--- src/rtl/riscv_mw_pkg.sv ---
package riscv_mw_pkg;

    localparam int XLEN     = 64;
    localparam int REG_AW   = 5;
    localparam int NUM_REGS = 32;

    typedef logic [XLEN-1:0]   xlen_t;
    typedef logic [REG_AW-1:0] regaddr_t;
    typedef logic [2:0]        resultsrc_t;
    typedef logic [2:0]        loadsel_t;
    typedef logic [1:0]        trapret_t;

    // writeback source, codes 5..7 give zero
    localparam resultsrc_t RES_ALU  = 3'd0;
    localparam resultsrc_t RES_MEM  = 3'd1;
    localparam resultsrc_t RES_PC4  = 3'd2;
    localparam resultsrc_t RES_UIMM = 3'd3;
    localparam resultsrc_t RES_SC   = 3'd4;

    // load type, same as funct3
    localparam loadsel_t LD_B  = 3'd0;
    localparam loadsel_t LD_H  = 3'd1;
    localparam loadsel_t LD_W  = 3'd2;
    localparam loadsel_t LD_D  = 3'd3;
    localparam loadsel_t LD_BU = 3'd4;
    localparam loadsel_t LD_HU = 3'd5;
    localparam loadsel_t LD_WU = 3'd6;

endpackage

--- src/rtl/riscv_load_align.sv ---
`timescale 1ns/100ps

module riscv_load_align import riscv_mw_pkg::*; (
    input  xlen_t    i_riscv_mw_memrdata,
    input  xlen_t    i_riscv_mw_memaddr,
    input  loadsel_t i_riscv_mw_loadsel,
    output xlen_t    o_riscv_mw_memload
);

    logic [5:0] lane_shift;
    xlen_t      lane_data;
    logic [7:0]  lane_b;
    logic [15:0] lane_h;
    logic [31:0] lane_w;

    assign lane_shift = {i_riscv_mw_memaddr[2:0], 3'b000}; // byte offset in bits
    assign lane_data  = i_riscv_mw_memrdata >> lane_shift;

    assign lane_b = lane_data[7:0];
    assign lane_h = lane_data[15:0];
    assign lane_w = lane_data[31:0];

    always_comb begin
        case (i_riscv_mw_loadsel)
            LD_B: begin
                o_riscv_mw_memload = {{56{lane_b[7]}}, lane_b};
            end
            LD_H: begin
                o_riscv_mw_memload = {{48{lane_h[15]}}, lane_h};
            end
            LD_W: begin
                o_riscv_mw_memload = {{32{lane_w[31]}}, lane_w};
            end
            LD_D: begin
                o_riscv_mw_memload = i_riscv_mw_memrdata; // full doubleword
            end
            LD_BU: begin
                o_riscv_mw_memload = {56'b0, lane_b};
            end
            LD_HU: begin
                o_riscv_mw_memload = {48'b0, lane_h};
            end
            LD_WU: begin
                o_riscv_mw_memload = {32'b0, lane_w};
            end
            default: begin
                o_riscv_mw_memload = '0; // funct3 7 is not a load
            end
        endcase
    end

endmodule

--- config.mk ---
export PLATFORM = sky130hd
export DESIGN_NAME = riscv_load_align
export DESIGN_NICKNAME = d
export VERILOG_FILES = /design/src/rtl/riscv_mw_pkg.sv /design/src/rtl/riscv_load_align.sv
export SDC_FILE = /design/constraint.sdc
export NUM_CORES = 1
export LEC_CHECK = 0
export BUFFER_PORTS_ARGS = -buffer_cell sky130_fd_sc_hd__clkbuf_2
export CORE_MARGIN = 2
export CORE_UTILIZATION = 43
export DETAILED_ROUTE_END_ITERATION = 8
export PLACE_DENSITY = 0.91
export SLEW_MARGIN = 5
export SYNTH_ARGS = -nofsm -noshare
export SYNTH_HDL_FRONTEND = slang
export SYNTH_SLANG_ARGS = --single-unit
--- constraint.sdc ---
create_clock -name vclk -period 2.4
set_clock_uncertainty 0.2 [all_clocks]
set_input_delay 0.24 -clock vclk [all_inputs]
set_output_delay 0.24 -clock vclk [all_outputs]
set_load 0.01 [all_outputs]
; ---- After elaboration in Yosys (flattened, before gate mapping)
; Index checks and enable logic that the tools add are counted.
[totals]
rom_bits = 0
ramBits = 0
out_inout_bits = 64
memories = 0
wordCells = 9
in_bits = 131
regBits = 0
latchBits = 0
[classes]
eq_ne = 6
n_div = 0
shifts = 1
n_lt_le_gt_ge = 0
n_bitwise = 0
n_mul = 0
reduce_logical = 1
add_sub_neg = 0
n_mux = 1
[ops]
columns = operator, n
row1 = $pmux W64 S7, 1
row2 = $shr A64 B6 Y32, 1
row3 = $eq A3 B3 Y1 const B, 3
row4 = $eq A3 B2 Y1 const B, 2
row5 = $eq A3 B1 Y1 const B, 1
row6 = $logic_not A3 Y1, 1

; ---- Logic depth before layout (Yosys ltp)
[depth]
ltp_word = 2
mapped_depth = 9
ltp_nobuf = 5

; ---- Worst setup path before layout
; OpenSTA, ideal clock, no wires.
[synth_timing]
kind = in2out
startpoint = in i_riscv_mw_memaddr[0]
endpoint = out o_riscv_mw_memload[10]
required_ns = 1.960
slack_ns = 0.235
stages = 7
path_buffers = 3
arrival_ns = 1.725
path_cell_list = buf_4 buf_6 buf_4 mux2_1 a221oi_1 nor2_1 o32a_1
[synth_via]
elab_chain_cells = 2
[synth_lines]
columns = item, line
row1 = from (decl), riscv_load_align.sv:5  ; input xlen_t i_riscv_mw_memaddr,
row2 = $shr A64 B6 Y32, riscv_load_align.sv:17  ; assign lane_data = i_riscv_mw_memrdata >> lane_shift;
row3 = $pmux W64 S7, riscv_load_align.sv:24  ; case (i_riscv_mw_loadsel)
row4 = to (decl), riscv_load_align.sv:7  ; output xlen_t o_riscv_mw_memload
; Every way passes these cells.

; ---- Final worst setup path
[layout_timing]
startpoint = in i_riscv_mw_memaddr[1]
endpoint = out o_riscv_mw_memload[23]
; The elaborated chain is that of the path after synthesis.

==> flow_metrics.tcl <==
set metrics [dict create \
    synth_area_um2 2537 \
    fin_nets 603 \
    dpl_worst_slack_ps -47.63 \
    design_area_um2 3580 \
    num_antenna_cells 0 \
    vdd_ir_drop_max_mv 0.1261 \
    regArea_um2 0 \
    placed_cells 538 \
    hold_path_class "in2out" \
    final_cells 542 \
    synth_simple_gate_area_frac 0.1721 \
    outcome "finished with violations" \
    cp_slowest_stage_delay_ps 400 \
    cp_cell_sequence "clkbuf_2 > nor2b_1 > a22o_1 > a221o_2 > buf_4 > a31o_4 > a221o_1 > buf_2" \
    fin_ws_ps -71.60 \
    synthAdderAreaFrac 0 \
    synth_compound_area_frac 0.4216 \
    synthMuxAreaShare 0.3121 \
    leakagePower_uw 0.001667 \
    avgSynthCellArea_um2 7.574 \
    syn_inst 335 \
    place_hpwl_mm 7.612 \
    vias 3501 \
    place_area_um2 3412 \
    cp-end-kind "primary output" \
    nClkBuffers 0 \
    hold_ws_ps 619.1 \
    wl_per_cell_um 19.44 \
    drv_cap 0 \
    grt_usage 0.2989 \
    dieWidth_um 80.82 \
    startpoint "i_riscv_mw_memaddr[1]" \
    startpoint_type "input pin" \
    rows 27 \
    grt_pass1_wl_mm 15.61 \
    worst-endpoint-arrival_ps 2030 \
    coreArea_um2 5608 \
    hold_violations 0 \
    num-fill-cells 488 \
    setup_viol 46 \
    slew_headroom 0.1888 \
    dieArea_um2 6532 \
    synth_top_area_frac 0.1657 \
    path_max_fanout 8 \
    grt-ovfl-total 0 \
    dr.pass1.iters 4 \
    yosysSeqAreaShare 0 \
    min_period_ps 2472 \
    cp-endpoint "o_riscv_mw_memload[23]" \
    io_pins 195 \
    synthesis.nets 466 \
    drt-initial-drc-count 276 \
    worstPathRequired_ps 1960 \
    tightest_slew_ps 1214 \
    antenna_found_initial 0 \
    postCtsHoldBufs 0 \
    globalplace.congestion 0.9348 \
    grt_pass1_vias 3154 \
    final_max_slew_viol_count 0 \
    hold_start "i_riscv_mw_memrdata[20]" \
    ys_types 47 \
    fin_crit_sh 1.030 \
    synth_top_family_by_area "compound AO/OA/AOI/OAI gates" \
    yosys_warnings 0 \
    synth.top_cells.by_area "mux2i_1 17%, mux4_2 12%, a21oi_2 10%" \
    fin_util 0.6383 \
    rsz0062_at_grt "yes" \
    drcViolationCount 0 \
    postRouteAntennaNets 0 \
    die-height_um 80.82 \
    yosys.area.top_type "mux2i_1" \
    via_per_inst 6.459 \
    grt_max_degree 49 \
    syn_to_final_growth_pct 41.07 \
    max_freq_mhz 404.6 \
    cpMaxStageDelayCell "a221o_2" \
    drt_wl_total_mm 10.54 \
    layout-drive-gt1-share 0.5170 \
    violations "negative setup slack" \
    synth_xor_area_frac 0 \
    initial_core_util 0.4525 \
    power_density_nw_per_um2 249.1 \
    crit_type "in2out" \
    nFlopsAndLatches 0 \
    port_buffers 134 \
    yosysMostFrequentCell "nand2_1" \
    synth_common_cells "53 x nand2_1, 42 x mux2i_1, 30 x a21oi_2" \
]
[worst max-delay path: cells and delay by family]
family,cells,cell delay (ps)
AO/OA/AOI/OAI,4,1210
AND/OR/NAND/NOR,1,150
buffers and inverters,3,440
[where the power goes]
part	internal [uW]	switching (uW)	total, uW
clock	0	0	0
combinational	413	479	892
sequential	0	0	0
total	413	479	892
[cell usage in the layout, fill, tap and decap left out, types with 13 or more instances in the layout]
cell type and instances:
nand2_1 53, buf_2 24, mux4_2 13, a21oi_2 29
a22oi_1 20, buf_4 32, a21oi_1 21, clkbuf_2 106
mux2i_1 39, a221o_1 15, o21ai_0 17
[worst min-delay path by stage]
stage | endpoint | cells after the start | slack (ps)
2_1_floorplan | o_riscv_mw_memload[32] | 2 | 400
3_3_place_gp | o_riscv_mw_memload[63] | 4 | 610
3_5_place_dp | o_riscv_mw_memload[20] | 3 | 620
4_1_cts | o_riscv_mw_memload[20] | 3 | 620
5_1_grt | o_riscv_mw_memload[20] | 3 | 630
6_report | o_riscv_mw_memload[20] | 3 | 620
[layout make-up]
cell class | count | area, um^2 | area share
Tap cell | 72 | 90.09 | 0.02517
Multi-Input combinational cell | 293 | 2381 | 0.6652
Inverter | 3 | 17.52 | 0.004893
Timing Repair Buffer | 174 | 1091 | 0.3048
[stage by stage]
| step | setup TNS [ps] | total power [uW] |
|---|---|---|
| finish | -1215 | 891.5 |
| global route | -3343 | 952.7 |
| CTS | -235.8 | 856.9 |
| detailed placement | -574.3 | 829.3 |
| global placement | -44.20 | 810.1 |
| floorplan | 0 | 502.2 |
[cell families (layout without fill, tap and decap cells)]
family / Yosys count / in the layout
buffers and inverters: 43 / 177
AND/OR/NAND/NOR: 90 / 90
multiplexers: 62 / 62
AO/OA/AOI/OAI: 140 / 141
[routing by layer]
| metal | vias to the layer above | global-route usage | routed length [um] |
|---|---|---|---|
| li1 | 1582 | - | - |
| met1 | 1618 | 0.3996 | 4276 |
| met2 | 270 | 0.5083 | 4881 |
| met3 | 31 | 0.03333 | 1054 |
| met4 | 0 | 0.08136 | 327 |
| met5 | - | 0 | 0 |
[what timing repair did]
item | 4_1_cts | 5_1_grt
setup buffers | 3 | 1
gates resized for setup | 9 | 53
cloned | 1 | 1
pin swaps | 0 | 6
endpoints found under the setup margin | 35 | 58
Note: power is estimated with default switching activity, not from simulation.
