`src/rtl/riscv_mw_pkg.sv`:
```
package riscv_mw_pkg;

    localparam int XLEN     = 64;
    localparam int REG_AW   = 5;
    localparam int NUM_REGS = 32;

    typedef logic [XLEN-1:0]   xlen_t;
    typedef logic [REG_AW-1:0] regaddr_t;
    typedef logic [2:0]        resultsrc_t;
    typedef logic [2:0]        loadsel_t;
    typedef logic [1:0]        trapret_t;

    // writeback source, codes 5..7 give zero
    localparam resultsrc_t RES_ALU  = 3'd0;
    localparam resultsrc_t RES_MEM  = 3'd1;
    localparam resultsrc_t RES_PC4  = 3'd2;
    localparam resultsrc_t RES_UIMM = 3'd3;
    localparam resultsrc_t RES_SC   = 3'd4;

    // load type, same as funct3
    localparam loadsel_t LD_B  = 3'd0;
    localparam loadsel_t LD_H  = 3'd1;
    localparam loadsel_t LD_W  = 3'd2;
    localparam loadsel_t LD_D  = 3'd3;
    localparam loadsel_t LD_BU = 3'd4;
    localparam loadsel_t LD_HU = 3'd5;
    localparam loadsel_t LD_WU = 3'd6;

endpackage

```
`src/rtl/riscv_regfile.sv`:
```
`timescale 1ns/100ps

module riscv_regfile import riscv_mw_pkg::*; (
    input  logic     i_riscv_mw_clk,
    input  logic     i_riscv_mw_rst,
    input  logic     i_riscv_mw_we,
    input  regaddr_t i_riscv_mw_waddr,
    input  xlen_t    i_riscv_mw_wdata,
    input  regaddr_t i_riscv_mw_rs1addr,
    input  regaddr_t i_riscv_mw_rs2addr,
    output xlen_t    o_riscv_mw_rs1data,
    output xlen_t    o_riscv_mw_rs2data
);

    xlen_t regs [NUM_REGS];

    always_ff @(posedge i_riscv_mw_clk or posedge i_riscv_mw_rst) begin : rf_write_proc
        if (i_riscv_mw_rst) begin
            for (int i = 0; i < NUM_REGS; i++) begin
                regs[i] <= '0;
            end
        end else if (i_riscv_mw_we) begin
            regs[i_riscv_mw_waddr] <= i_riscv_mw_wdata;
        end
    end

    always_comb begin
        if (i_riscv_mw_rs1addr == '0) begin
            o_riscv_mw_rs1data = '0;
        end else if (i_riscv_mw_we && (i_riscv_mw_waddr == i_riscv_mw_rs1addr)) begin
            o_riscv_mw_rs1data = i_riscv_mw_wdata; // bypass
        end else begin
            o_riscv_mw_rs1data = regs[i_riscv_mw_rs1addr];
        end
    end

    always_comb begin
        if (i_riscv_mw_rs2addr == '0) begin
            o_riscv_mw_rs2data = '0;
        end else if (i_riscv_mw_we && (i_riscv_mw_waddr == i_riscv_mw_rs2addr)) begin
            o_riscv_mw_rs2data = i_riscv_mw_wdata; // bypass
        end else begin
            o_riscv_mw_rs2data = regs[i_riscv_mw_rs2addr];
        end
    end

endmodule

```
`config.mk`:
```
export PLATFORM = sky130hd
export DESIGN_NAME = riscv_regfile
export DESIGN_NICKNAME = d
export VERILOG_FILES = /design/src/rtl/riscv_mw_pkg.sv /design/src/rtl/riscv_regfile.sv
export SDC_FILE = /design/constraint.sdc
export NUM_CORES = 2
export LEC_CHECK = 0
export BUFFER_PORTS_ARGS = -buffer_cell sky130_fd_sc_hd__buf_4
export CELL_PAD_IN_SITES_DETAIL_PLACEMENT = 0
export CELL_PAD_IN_SITES_GLOBAL_PLACEMENT = 2
export CORE_ASPECT_RATIO = 1.2
export CORE_UTILIZATION = 35
export DETAILED_ROUTE_END_ITERATION = 10
export MAX_ROUTING_LAYER = met4
export PLACE_DENSITY = 0.67
export SYNTH_ARGS = -nofsm -noshare
export SYNTH_HDL_FRONTEND = slang
export SYNTH_SLANG_ARGS = --single-unit
```
`constraint.sdc`:
```
create_clock -name i_riscv_mw_clk -period 85.6 [get_ports i_riscv_mw_clk]
set_clock_uncertainty 0.15 [all_clocks]
set_input_delay 4.28 -clock i_riscv_mw_clk [delete_from_list [all_inputs] [get_ports i_riscv_mw_clk]]
set_output_delay 4.28 -clock i_riscv_mw_clk [all_outputs]
set_load 0.005 [all_outputs]
```
Yosys cells after proc, flatten, opt, wreduce, memory -nomap -nowiden
Cells that the tools add are included.
{"block": "word_totals", "romBits": 0, "latchBits": 0, "mem_count": 0, "ram_bits": 0, "ff_bits": 2048, "in_bits": 82, "wordCells": 59}
{"block": "op_classes", "muxes": 13, "add_sub_neg": 0, "magnitude_cmp": 4, "eq_ne": 2, "bitwise": 3, "n_reduce_logical": 5, "n_shift": 0, "multipliers": 0, "div_mod_pow": 0}
{"cell": "2048-bit bitwise mux", "n": 1}
{"cell": "64-bit binary-select mux with 5-bit select", "n": 2}
{"cell": "64-bit 2-to-1 mux", "n": 9}
{"cell": "64-bit demux with 5-bit select", "n": 1}
{"cell": "6-bit >= comparator (second input constant)", "n": 3}
{"cell": "5-bit NOT with 6-bit output", "n": 3}
{"cell": "5-bit == test", "n": 2}
{"cell": "5-bit zero test", "n": 2}
{"cell": "6-bit by 1-bit less-than comparator with 1-bit output (second input constant)", "n": 1}
{"cell": "1-bit logical AND", "n": 3}

Longest topological paths before layout
{"block": "depth", "ltp_word": 6, "depth_mapped": 12}

Worst setup path after synthesis
No wires, ideal clock.
{"block": "synth_timing", "path_kind": "input to output", "from": "input i_riscv_mw_rs2addr[0]", "to": "output o_riscv_mw_rs2data[55]", "setup_slack_ns": 75.319, "path_buffers": 3, "path_stages": 7, "arrival_time_ns": 5.851, "path_cell_list": "buf_6 buf_4 buf_2 mux4_2 a221oi_1 nand4_1 o211a_1"}
{"block": "synth_via", "elab_chain_cells": 6, "elab_cells_between_ends": 9, "cone_classes": "eq/ne (1); mux (5); bitwise (1); reduce/logical (2)"}
{"item": "start, declared", "line": "riscv_regfile.sv:10", "source": "input regaddr_t i_riscv_mw_rs2addr,"}
{"item": "5-bit NOT with 6-bit output (not written as such)", "line": "riscv_regfile.sv:43", "source": "o_riscv_mw_rs2data = regs[i_riscv_mw_rs2addr];"}
{"item": "64-bit binary-select mux with 5-bit select", "line": "riscv_regfile.sv:43"}
{"item": "64-bit 2-to-1 mux (not written as such) (2 in a row)", "line": "riscv_regfile.sv:43"}
{"item": "64-bit 2-to-1 mux", "line": "riscv_regfile.sv:40", "source": "end else if (i_riscv_mw_we && (i_riscv_mw_waddr == i_riscv_mw_rs2addr)) begin"}
{"item": "64-bit 2-to-1 mux (*)", "line": "riscv_regfile.sv:38", "source": "if (i_riscv_mw_rs2addr == '0) begin"}
{"item": "end, declared", "line": "riscv_regfile.sv:12", "source": "output xlen_t o_riscv_mw_rs2data"}
Mark *: on every way between the ends. The rest lies on a longest branch, timed or not. The select of a mux whose other input is x is not followed.

Final worst setup path
{"block": "layout_timing", "from": "input i_riscv_mw_rs1addr[0]", "to": "output o_riscv_mw_rs1data[9]"}
{"block": "layout_via", "elab_chain_cells": 6, "elab_cells_between_ends": 9, "cone_classes": "eq/ne (1); mux (5); bitwise (1); reduce/logical (2)"}
{"item": "start, declared", "line": "riscv_regfile.sv:9", "source": "input regaddr_t i_riscv_mw_rs1addr,"}
{"item": "5-bit NOT with 6-bit output (not written as such)", "line": "riscv_regfile.sv:33", "source": "o_riscv_mw_rs1data = regs[i_riscv_mw_rs1addr];"}
{"item": "64-bit binary-select mux with 5-bit select", "line": "riscv_regfile.sv:33"}
{"item": "64-bit 2-to-1 mux (not written as such) (2 in a row)", "line": "riscv_regfile.sv:33"}
{"item": "64-bit 2-to-1 mux", "line": "riscv_regfile.sv:30", "source": "end else if (i_riscv_mw_we && (i_riscv_mw_waddr == i_riscv_mw_rs1addr)) begin"}
{"item": "64-bit 2-to-1 mux (*)", "line": "riscv_regfile.sv:28", "source": "if (i_riscv_mw_rs1addr == '0) begin"}
{"item": "end, declared", "line": "riscv_regfile.sv:11", "source": "output xlen_t o_riscv_mw_rs1data,"}
Marked as above.

==> metrics.cfg <==
[yosys]
yosys.cell_types.count=78
synth-seq-cells=2048
syn_nets=7665
synth_edf_count=0
ys_warn_count=0
netlist_instances=7583
syn_avg_cell_area_um2=14.5
seq_area_frac_synth_pct=46.5
ys_async_sr_fraction_pct=100
ys.flop_type=dfrtp_1
syn_area_mm2=0.110

[setup_path]
cp.arrival_ns=10.28
r2r_end=regs[1988]
worstPathRequired_ns=81.17
path_class=input port to output port
timing.rr.start=regs[1988]
cp_max_fo=95
crit_path_start_kind=input port
r2r_cells=1
crit_path_end_kind=output port
r2r_setup_slack_ns=84.61

[route]
ant_nets=0
drtIter0Drc=7752
routed_wl_mm=461
vias_per_cell=6.35
drc=0
post_drt_wl_per_cell_um=39.0
drt_pass1_iterations=6
vias=75000

[sta]
fin_crit_sh_pct=17.2
finalMaxSlewViolations=0
setup_viol=0
finalHoldViolCount=0
rsz0062_at_grt=no
slew_headroom_pct=13.1
worstMarginPinSlew_ns=1.30
setup-tns-final_ns=0
fin_crit_ns=14.71
fmax_ghz=0.0680

[worst_hold_path]
hold_path_class=register to register
holdPathEnd=regs[658]
worstHoldStart=regs[658]
whs_path_depth=1

[cts]
worstSkewPairLatency_ns=0.89
post_cts_resized=0
htreeDepth=4
cts_tree=built
cts_root_buf=clkbuf_16
clk_pin_slew_ns=0.06
cts_buffer_depth=4
cts_buffers=229
hold_buffers=0
post-cts-setup-buffers=0
cts.sinks=2048

[floorplanning]
dieArea_mm2=0.317
fp.dieW_um=514
die_h_um=617
coreArea_mm2=0.313
start_util_pct=35.2
num_rows=225
io_pins=210

[power_and_ir_drop]
vdd_drop_max_uv=16.7
p_total_mw=2.88
p_per_area_mw_per_mm2=23.5
leakagePower_nw=52.3

[placement]
buffer_ports.inserted=209
gp_congestion=0.852
dpl.hpwl_mm=266

[finish]
multi_input_area_mm2=0.0551
nNetsFinal=7515
area_growth_pct=11.0
final_cell_mix=dfrtp_1, mux2_2, mux4_2
largest_register=regs
drive_gt1_share_pct=48.6
top_regs=regs (2048)
fillers=29400
layout_commonest_cell=dfrtp_1
regArea_mm2=0.0512
largest_reg_flops=2048

[global_routing]
antenna_found_initial=38
overflow=0
grt_max_degree=163
grt_util_all_layers_pct=29.7
grt_pass1_wl_mm=643
grt_pass1_vias=77200

[run_status]
status=finished, final reports clean

[run]
drv_cap=0

[per-layer routing]
| layer | vias up | track usage [%] | wire length (um) |
|---|---|---|---|
| li1 | 29200 | - | - |
| met1 | 41700 | 37.0 | 185000 |
| met2 | 3215 | 47.0 | 220000 |
| met3 | 935 | 5.02 | 31000 |
| met4 | 0 | 13.7 | 25000 |
| met5 | - | - | 0 |
[logic make-up after synthesis]
kind of cell,share of synthesized area (%)
flops,46.5
simple gates,2.12
xor+xnor,0.0795
buf+inv,3.81
compound gates,5.75
mux,41.7
[critical path: stages]
cell,delay (ns)
buf_8,0.33
buf_4,0.51
buf_4,0.75
buf_12,0.71
buf_4,0.93
buf_4,0.83
nor2_1,0.27
a221o_1,0.42
a21oi_1,0.15
nor3_1,0.07
a31oi_1,0.59
buf_4,0.23
[power by group]
part           switching [mW]  internal, mW
Clock                   0.423         0.550
Sequential              0.141          1.16
Combinational           0.262         0.342
Total                   0.825          2.05
[area by class of cell]
| cell class | count | share of cell area, % |
|---|---|---|
| antenna | 21 | 0.0430 |
| clock buffer | 344 | 5.45 |
| clock inverter | 49 | 0.350 |
| inverter | 8 | 0.0317 |
| multi-input combinational | 4712 | 45.1 |
| sequential | 2048 | 41.9 |
| tap | 4199 | 4.30 |
| timing repair buffer | 434 | 2.84 |
[Yosys cell counts, types with 28 or more instances]
library cell,n,area (um2)
o22ai_1,188,1180
mux4_2,834,18800
clkbuf_1,374,1400
nand3_1,30,150
buf_6,44,495
nor2_1,197,739
o211ai_1,66,495
mux2_1,73,822
dfrtp_1,2048,51200
a22oi_1,147,1100
nand2_1,102,383
mux2_2,2006,22600
o221ai_1,28,245
nor3_1,35,175
a21oi_1,79,395
o21ai_0,156,781
mux2i_1,375,3750
buf_2,285,1430
a221oi_1,82,718
buf_4,92,691
[through the flow]
stage / cell area, um2 / setup slack (ns) / hold WS (ns) / cells / utilization [%]
4_1_cts: 122000 / 70.74 / 0.362 / 11800 / 39.0
3_3_place_gp: 115000 / 70.72 / 0.331 / 11400 / 36.8
2_1_floorplan: 110000 / 23.32 / 0.320 / 7583 / -
3_5_place_dp: 115000 / 70.74 / 0.349 / 11400 / 36.8
5_1_grt: 122000 / 70.54 / 0.384 / 11800 / 39.1
6_report: 122000 / 70.89 / 0.359 / 11800 / 39.1
[how the worst max path moves through the flow]
stage / startpoint / to / slack [ns] / cells past startpoint
6_report: i_riscv_mw_rs1addr[0] / o_riscv_mw_rs1data[9] / 70.89 / 12
5_1_grt: i_riscv_mw_rs1addr[0] / o_riscv_mw_rs1data[9] / 70.54 / 12
4_1_cts: i_riscv_mw_rs1addr[0] / o_riscv_mw_rs1data[9] / 70.74 / 12
3_5_place_dp: i_riscv_mw_rs1addr[0] / o_riscv_mw_rs1data[9] / 70.74 / 12
3_3_place_gp: i_riscv_mw_rs1addr[0] / o_riscv_mw_rs1data[9] / 70.72 / 12
2_1_floorplan: i_riscv_mw_rst / regs[0] / 23.32 / 1
(Power assumes the default switching activity.)
