`config.mk`:
```
export PLATFORM = sky130hd
export DESIGN_NAME = riscv_wb_select
export DESIGN_NICKNAME = d
export VERILOG_FILES = /design/src/rtl/riscv_mw_pkg.sv /design/src/rtl/riscv_wb_select.sv
export SDC_FILE = /design/constraint.sdc
export NUM_CORES = 1
export LEC_CHECK = 0
export ABC_AREA = 1
export BUFFER_PORTS_ARGS = -buffer_cell sky130_fd_sc_hd__buf_2
export CORE_AREA = 2 2 177 179
export DETAILED_ROUTE_END_ITERATION = 8
export DIE_AREA = 0 0 179 181
export GPL_ROUTABILITY_DRIVEN = 0
export PLACE_DENSITY = 0.36
export SYNTH_ARGS = -nofsm -noshare
export SYNTH_HDL_FRONTEND = slang
export SYNTH_SLANG_ARGS = --single-unit
```
`constraint.sdc`:
```
create_clock -name vclk -period 1.1
set_input_delay 0.055 -clock vclk [all_inputs]
set_output_delay 0.055 -clock vclk [all_outputs]
set_load 0.005 [all_outputs]
```
`src/rtl/riscv_mw_pkg.sv`:
```
package riscv_mw_pkg;

    localparam int XLEN     = 64;
    localparam int REG_AW   = 5;
    localparam int NUM_REGS = 32;

    typedef logic [XLEN-1:0]   xlen_t;
    typedef logic [REG_AW-1:0] regaddr_t;
    typedef logic [2:0]        resultsrc_t;
    typedef logic [2:0]        loadsel_t;
    typedef logic [1:0]        trapret_t;

    // writeback source, codes 5..7 give zero
    localparam resultsrc_t RES_ALU  = 3'd0;
    localparam resultsrc_t RES_MEM  = 3'd1;
    localparam resultsrc_t RES_PC4  = 3'd2;
    localparam resultsrc_t RES_UIMM = 3'd3;
    localparam resultsrc_t RES_SC   = 3'd4;

    // load type, same as funct3
    localparam loadsel_t LD_B  = 3'd0;
    localparam loadsel_t LD_H  = 3'd1;
    localparam loadsel_t LD_W  = 3'd2;
    localparam loadsel_t LD_D  = 3'd3;
    localparam loadsel_t LD_BU = 3'd4;
    localparam loadsel_t LD_HU = 3'd5;
    localparam loadsel_t LD_WU = 3'd6;

endpackage

```
`src/rtl/riscv_wb_select.sv`:
```
`timescale 1ns/100ps

module riscv_wb_select import riscv_mw_pkg::*; (
    input  xlen_t      i_riscv_mw_result,
    input  xlen_t      i_riscv_mw_memload,
    input  xlen_t      i_riscv_mw_pcplus4,
    input  xlen_t      i_riscv_mw_uimm,
    input  xlen_t      i_riscv_mw_rddata_sc,
    input  xlen_t      i_riscv_mw_csrout,
    input  resultsrc_t i_riscv_mw_resultsrc,
    input  logic       i_riscv_mw_iscsr,
    input  logic       i_riscv_mw_regw,
    input  logic       i_riscv_mw_gototrap,
    input  regaddr_t   i_riscv_mw_rdaddr,
    output xlen_t      o_riscv_mw_wbdata,
    output logic       o_riscv_mw_regwe
);

    xlen_t src_data;

    always_comb begin
        case (i_riscv_mw_resultsrc)
            RES_ALU:  src_data = i_riscv_mw_result;
            RES_MEM:  src_data = i_riscv_mw_memload;
            RES_PC4:  src_data = i_riscv_mw_pcplus4;  // jal / jalr link
            RES_UIMM: src_data = i_riscv_mw_uimm;     // lui
            RES_SC:   src_data = i_riscv_mw_rddata_sc;
            default:  src_data = '0;
        endcase
    end

    assign o_riscv_mw_wbdata = i_riscv_mw_iscsr ? i_riscv_mw_csrout : src_data;

    // trapping instruction or x0 never writes
    assign o_riscv_mw_regwe = i_riscv_mw_regw
                            & ~i_riscv_mw_gototrap
                            & (i_riscv_mw_rdaddr != '0);

endmodule

```
# == Yosys cells after proc, flatten, opt, wreduce, memory -nomap -nowiden ==
# Index checks and enable logic that the tools add are counted.
# op_classes
n_bitwise,3
n_reduce_logical,2
eq_ne,4
n_mul,0
add_sub_neg,0
magnitude_cmp,0
div_mod_pow,0
shifts,0
muxes,2
# ops
cell,n
$pmux 64 s5,1
$mux 64,1
$eq 3x2->1 const B,2
$reduce_bool 5->1,1
$eq 3x1->1 const B,1
$eq 3x3->1 const B,1
$logic_not 3->1,1
$and 1x1->1,2
$not 1->1,1
# word_totals
mem_count,0
wordCells,11
mem_bits_rw,0
latchBits,0
rom_bits,0
ff_bits,0
in_bits,395

# == Logic depth before layout (Yosys ltp) ==
# Gate-level depths: netlist of run 1.
# logic_depth
ltp_word,3
mapped_depth,8
depth_no_buf,5

# == Worst setup path before layout of run 1 ==
# OpenSTA, ideal clock, no wires.
# synth_timing
path_kind,input-to-output
startpoint,input i_riscv_mw_resultsrc[1]
endpoint,output o_riscv_mw_wbdata[23]
path_stages,8
setup_slack_ns,0.132
arrival_ns,0.913
cell_sequence,buf_4 -> nor2_2 -> buf_4 -> buf_2 -> nand3_1 -> o21ai_0 -> o21bai_1 -> nand2_1
# synth_between
elab_chain_cells,3
word_cells_on_any_way,7
# synth_lines
element,line_no,rtl
from (decl),riscv_wb_select.sv:10,"input resultsrc_t i_riscv_mw_resultsrc,"
"$eq 3x3->1, or another cell as far along",riscv_wb_select.sv:22,case (i_riscv_mw_resultsrc)
$pmux 64 s5 *,riscv_wb_select.sv:22,
$mux 64 *,riscv_wb_select.sv:32,assign o_riscv_mw_wbdata = i_riscv_mw_iscsr ? i_riscv_mw_csrout : src_data;
to (decl),riscv_wb_select.sv:15,"output xlen_t o_riscv_mw_wbdata,"
# Every way passes the cells marked *; elsewhere a longest branch is shown, timed or not.

# == Final worst setup path of run 1 ==
# layout_timing
startpoint,input i_riscv_mw_resultsrc[1]
endpoint,output o_riscv_mw_wbdata[4]
# The elaborated chain is that of the path after synthesis.

==> results.toml, run 1 <==
[timing]
hold_viol_final = 0
rsz0062_at_grt = "true"
finalSetupViolCount = 64
fin_ws_ps = -127
period_minus_slack_ps = 1230
fmax_ghz = 0.815
maxSlewViolCount = 0
tightest_slew_ps = 330
slew_headroom = 0.780
holdWs_ps = 361
period_share = 1.12

[hold_path]
holdCritPathClass = "in2out"

[flow_run]
drv_cap = 0

[logic_synthesis]
netlist_area_mm2 = 0.00373
synth_fp_nets = 1136
yosysSeqAreaShare = 0
ys_types = 17
avgSynthCellArea_um2 = 5.04
synth_warnings = 0
syn_inst = 741

[routing]
via_per_inst = 4.67
drcViolationCount = 0
dr.pass1.iters = 4
drt_iter0_markers = 400
via_count = 7526
wl_um = 30300
avgRoutedWirePerCell_um = 18.8
antenna_left = 0

[setup_path]
cpLargestDelayFamily = "buffers and inverters"
cp_max_fo = 7
cp_num_buf_inv = 5
path_cells = "buf_12 -> nor2_4 -> buf_12 -> buf_12 -> buf_8 -> nand3_2 -> nand2_1 -> o21bai_1 -> nand2_1 -> buf_2"
worstPathRequired_ps = 1040
worstPathArrival_ps = 1170
critPathSlowestCell = "buf_12"
crit_type = "in2out"
crit_path_end_kind = "output port"
crit_path_max_incr_delay_ps = 180
start_kind = "input port"
critPathMostFrequentCell = "buf_12"

[run_status]
violations = "negative setup slack"
status = "finished, violations left"

[layout]
design.seq.count = 0
final_cell_mix = "buf_2, nand3_1, nand2_1"
regArea_um2 = 0
final_common_cell = "buf_2"
area_growth_pct = 113
num-clock-buffers = 0
layout.nets = 1611
fillers = 3545
drive_gt1_frac = 0.535

[floorplan]
die_area_mm2 = 0.0324
die_y_um = 181
rows = 64
start_util = 0.123
core_mm2 = 0.0303
die_w_um = 179
pin_count = 460

[global_routing]
overflow = 0
grt_pass1_vias = 7670
grt_max_degree = 70
antenna_found_initial = 1
grt_pass1_wl_um = 43400
grtUsageTotal = 0.173

[placed_design]
dp_hpwl_um = 22800
portBuffers = 460
pre_cts_ws_ps = -244

[power]
power_density_mw_per_mm2 = 363
irDropWorstVdd_mv = 0.126
p_leak_nw = 4.52
==> kinds of logic (layout without fill, tap and decap cells) <==
kind of cell,Yosys count,in the layout,share of synthesized area
AO/OA/AOI/OAI,87,87,0.160
buffers and inverters,117,590,0.139
other,0,1,0
AND/OR/NAND/NOR,537,537,0.702
==> cells in the mapped netlist <==
cell | count | share of area
nand3b_1 | 1 | 0.0020
nand3_1 | 256 | 0.34
buf_2 | 51 | 0.068
clkbuf_1 | 34 | 0.034
buf_1 | 2 | 0.0020
nor2_4 | 1 | 0.0030
o21bai_1 | 64 | 0.13
buf_4 | 4 | 0.0080
nor2_1 | 1 | 0.0010
nor2_2 | 1 | 0.0017
nor3_1 | 1 | 0.0013
nand4_1 | 105 | 0.18
o21ai_0 | 23 | 0.031
nand3_2 | 1 | 0.0027
nand2_1 | 170 | 0.17
inv_1 | 24 | 0.024
inv_2 | 2 | 0.0020
==> final cells by class <==
| type | instances | area [µm²] | area share |
|---|---|---|---|
| multi-input cells | 624 | 3620 | 0.454 |
| diodes | 1 | 2.50 | 0.000314 |
| repair buffers | 564 | 3740 | 0.469 |
| well taps | 396 | 495 | 0.0622 |
| inverters | 26 | 110 | 0.0138 |
==> through the flow <==
step / cell area (µm²) / cells / util / setup TNS (ps) / power (mW)
after floorplan: 3730 / 741 / - / 0 / 0.993
after global placement: 6940 / 1582 / 0.229 / -10860 / 2.49
after detailed placement: 6940 / 1582 / 0.229 / -10680 / 2.48
after CTS: 7830 / 1614 / 0.258 / -6540 / 2.91
after global routing: 7970 / 1611 / 0.263 / -9060 / 3.18
final: 7970 / 1611 / 0.263 / -4000 / 2.90
==> path summary, 6_finish.rpt <==
path / start / to / slack, ps / cells past startpoint
worst min-delay path: i_riscv_mw_csrout[53] / o_riscv_mw_wbdata[53] / 360 / 4
worst max-delay path: i_riscv_mw_resultsrc[1] / o_riscv_mw_wbdata[4] / -130 / 10
==> timing repair <==
action                     4_1_cts  5_1_grt
gates cloned                    14        2
setup endpoints to repair       64       64
setup buffers                   18        4
hold buffers                     0        0
resized for setup               97       69
pin swaps                       34       53
==> where the power goes <==
group / total (mW) / internal [mW] / switching [mW] / leakage, nW
Sequential: 0 / 0 / 0 / 0
Combinational: 2.90 / 1.46 / 1.43 / 4.52
Clock: 0.000000122 / 0.000000122 / 0 / 0.00000634
Total: 2.90 / 1.46 / 1.43 / 4.52
==> metal layers <==
metal  global-route usage  share of wire  up-vias
met5                    0              0        -
li1                     -              -     3632
met4               0.0595          0.033        0
met3               0.0271          0.078       54
met2                0.320           0.51      377
met1                0.198           0.38     3463
==> tightest hold or removal path: stages <==
cell and delay (ps):
buf_2 70, nand2_1 40, nand2_1 40, buf_2 100
Power figures use the tool's default switching activity.
==> inputs of run 2 (changes only) <==
BUFFER_PORTS_ARGS = -buffer_cell sky130_fd_sc_hd__buf_4   (was -buffer_cell sky130_fd_sc_hd__buf_2)
PLACE_DENSITY = 0.37   (was 0.36)
clock period = 1 ns   (was 1.1 ns; I/O delays follow)
==> run 2 against run 1 <==
Effect of this change:
- the flow still finishes with violations (negative setup slack)
- flip-flop and latch count unchanged
- via count increased by 0.96%
- final cell count increased by 1.4%
- critical path depth unchanged
- sequential share of layout area unchanged
- first-iteration DRC count decreased by 26%
- die area unchanged
- utilization increased by 5.7 points
==> results.toml, run 2 (synthesized netlist as in run 1, its figures left out) <==
[floorplan]
rows = 64
die_area_mm2 = 0.0324
die_y_um = 181
start_util = 0.123
core_mm2 = 0.0303
die_w_um = 179
pin_count = 460

[routing]
via_per_inst = 4.65
via_count = 7598
drcViolationCount = 0
avgRoutedWirePerCell_um = 20.0
dr.pass1.iters = 4
wl_um = 32600
drt_iter0_markers = 296
antenna_left = 0

[run_status]
violations = "negative setup slack"
status = "finished, violations left"

[setup_path]
worstPathRequired_ps = 950
start_kind = "input port"
path_cells = "buf_12 -> nor2_4 -> buf_12 -> buf_4 -> clkbuf_16 -> nand3_1 -> nand3_1 -> o21bai_1 -> nand2_1 -> buf_4"
worstPathArrival_ps = 1170
crit_path_end_kind = "output port"
cp_max_fo = 8
critPathSlowestCell = "o21bai_1"
crit_path_max_incr_delay_ps = 170
crit_type = "in2out"

[placed_design]
portBuffers = 460
dp_hpwl_um = 24300
placed_area_mm2 = 0.00820
pre_cts_ws_ps = -305

[timing]
finalSetupViolCount = 64
fmax_ghz = 0.823
fin_ws_ps = -215
period_share = 1.22
hold_viol_final = 0
slew_headroom = 0.776
tightest_slew_ps = 336
rsz0062_at_grt = "true"
holdWs_ps = 355
maxSlewViolCount = 0
period_minus_slack_ps = 1220

[hold_path]
min_to = "o_riscv_mw_wbdata[62]"
holdCritPathClass = "in2out"
hold_depth = 4
min_from = "i_riscv_mw_csrout[62]"

[clock_network]
cts_hold_buffers = 0

[flow_run]
drv_cap = 0

[global_routing]
antenna_found_initial = 0
grt_max_degree = 46
overflow = 0
grt_pass1_wl_um = 45100
grt_pass1_vias = 7603
grtUsageTotal = 0.179

[layout]
design.seq.count = 0
drive_gt1_frac = 0.576
antenna_cells = 0
layout.nets = 1634
regArea_um2 = 0
utilization = 0.320
area_growth_pct = 160
num-clock-buffers = 0
final_common_cell = "buf_4"
fillers = 3392
multi_input_area_mm2 = 0.00388
fin_area_mm2 = 0.00971
final_cell_mix = "buf_4, nand2_1, nand3_1"

[power]
p_leak_nw = 5.13
irDropWorstVdd_mv = 0.134
power_mw = 3.99
power_density_mw_per_mm2 = 411
[run 2: per-layer routing]
metal  part of all wire  track usage
met2               0.51        0.329
met4              0.018       0.0348
met1               0.40        0.215
met3              0.074       0.0299
met5                  0            0
[run 2: through the flow]
stage / instances / setup TNS (ps)
after global routing: 1633 / -15720
after floorplan: 741 / 0
after detailed placement: 1598 / -14520
after CTS: 1621 / -10080
after global placement: 1598 / -14720
final: 1633 / -10320
[run 2: how the worst max path moves through the flow]
stage | from | end | slack [ps] | depth (start not counted)
after floorplan | i_riscv_mw_resultsrc[1] | o_riscv_mw_wbdata[23] | 40 | 8
after global placement | i_riscv_mw_resultsrc[1] | o_riscv_mw_wbdata[40] | -310 | 8
after CTS | i_riscv_mw_resultsrc[0] | o_riscv_mw_wbdata[58] | -220 | 11
final | i_riscv_mw_resultsrc[0] | o_riscv_mw_wbdata[12] | -220 | 10
after global routing | i_riscv_mw_resultsrc[1] | o_riscv_mw_wbdata[38] | -300 | 10
after detailed placement | i_riscv_mw_resultsrc[1] | o_riscv_mw_wbdata[40] | -300 | 8
[run 2: power by group]
group / switching (mW) / internal, mW / leakage [nW]
Combinational: 1.69 / 2.31 / 5.13
Clock: 0 / 0 / 0
Sequential: 0 / 0 / 0
[run 2: final cells by class]
| type | instances | share of cell area |
|---|---|---|
| repair buffers | 587 | 0.537 |
| multi-input cells | 624 | 0.400 |
| well taps | 396 | 0.0510 |
| inverters | 26 | 0.0122 |
[run 2: critical path: cells and delay by family]
| kind | cells | cell delay [ps] |
|---|---|---|
| and+or+nand+nor | 4 | 250 |
| AOI/OAI and AO/OA | 1 | 170 |
| buffers and inverters | 5 | 670 |
[run 2: what timing repair did]
action / in CTS / in global routing
cloned: 8 / 12
buffers inserted: 16 / 4
endpoints found under the setup margin: 64 / 64
pin swaps: 82 / 97
resized for setup: 131 / 106
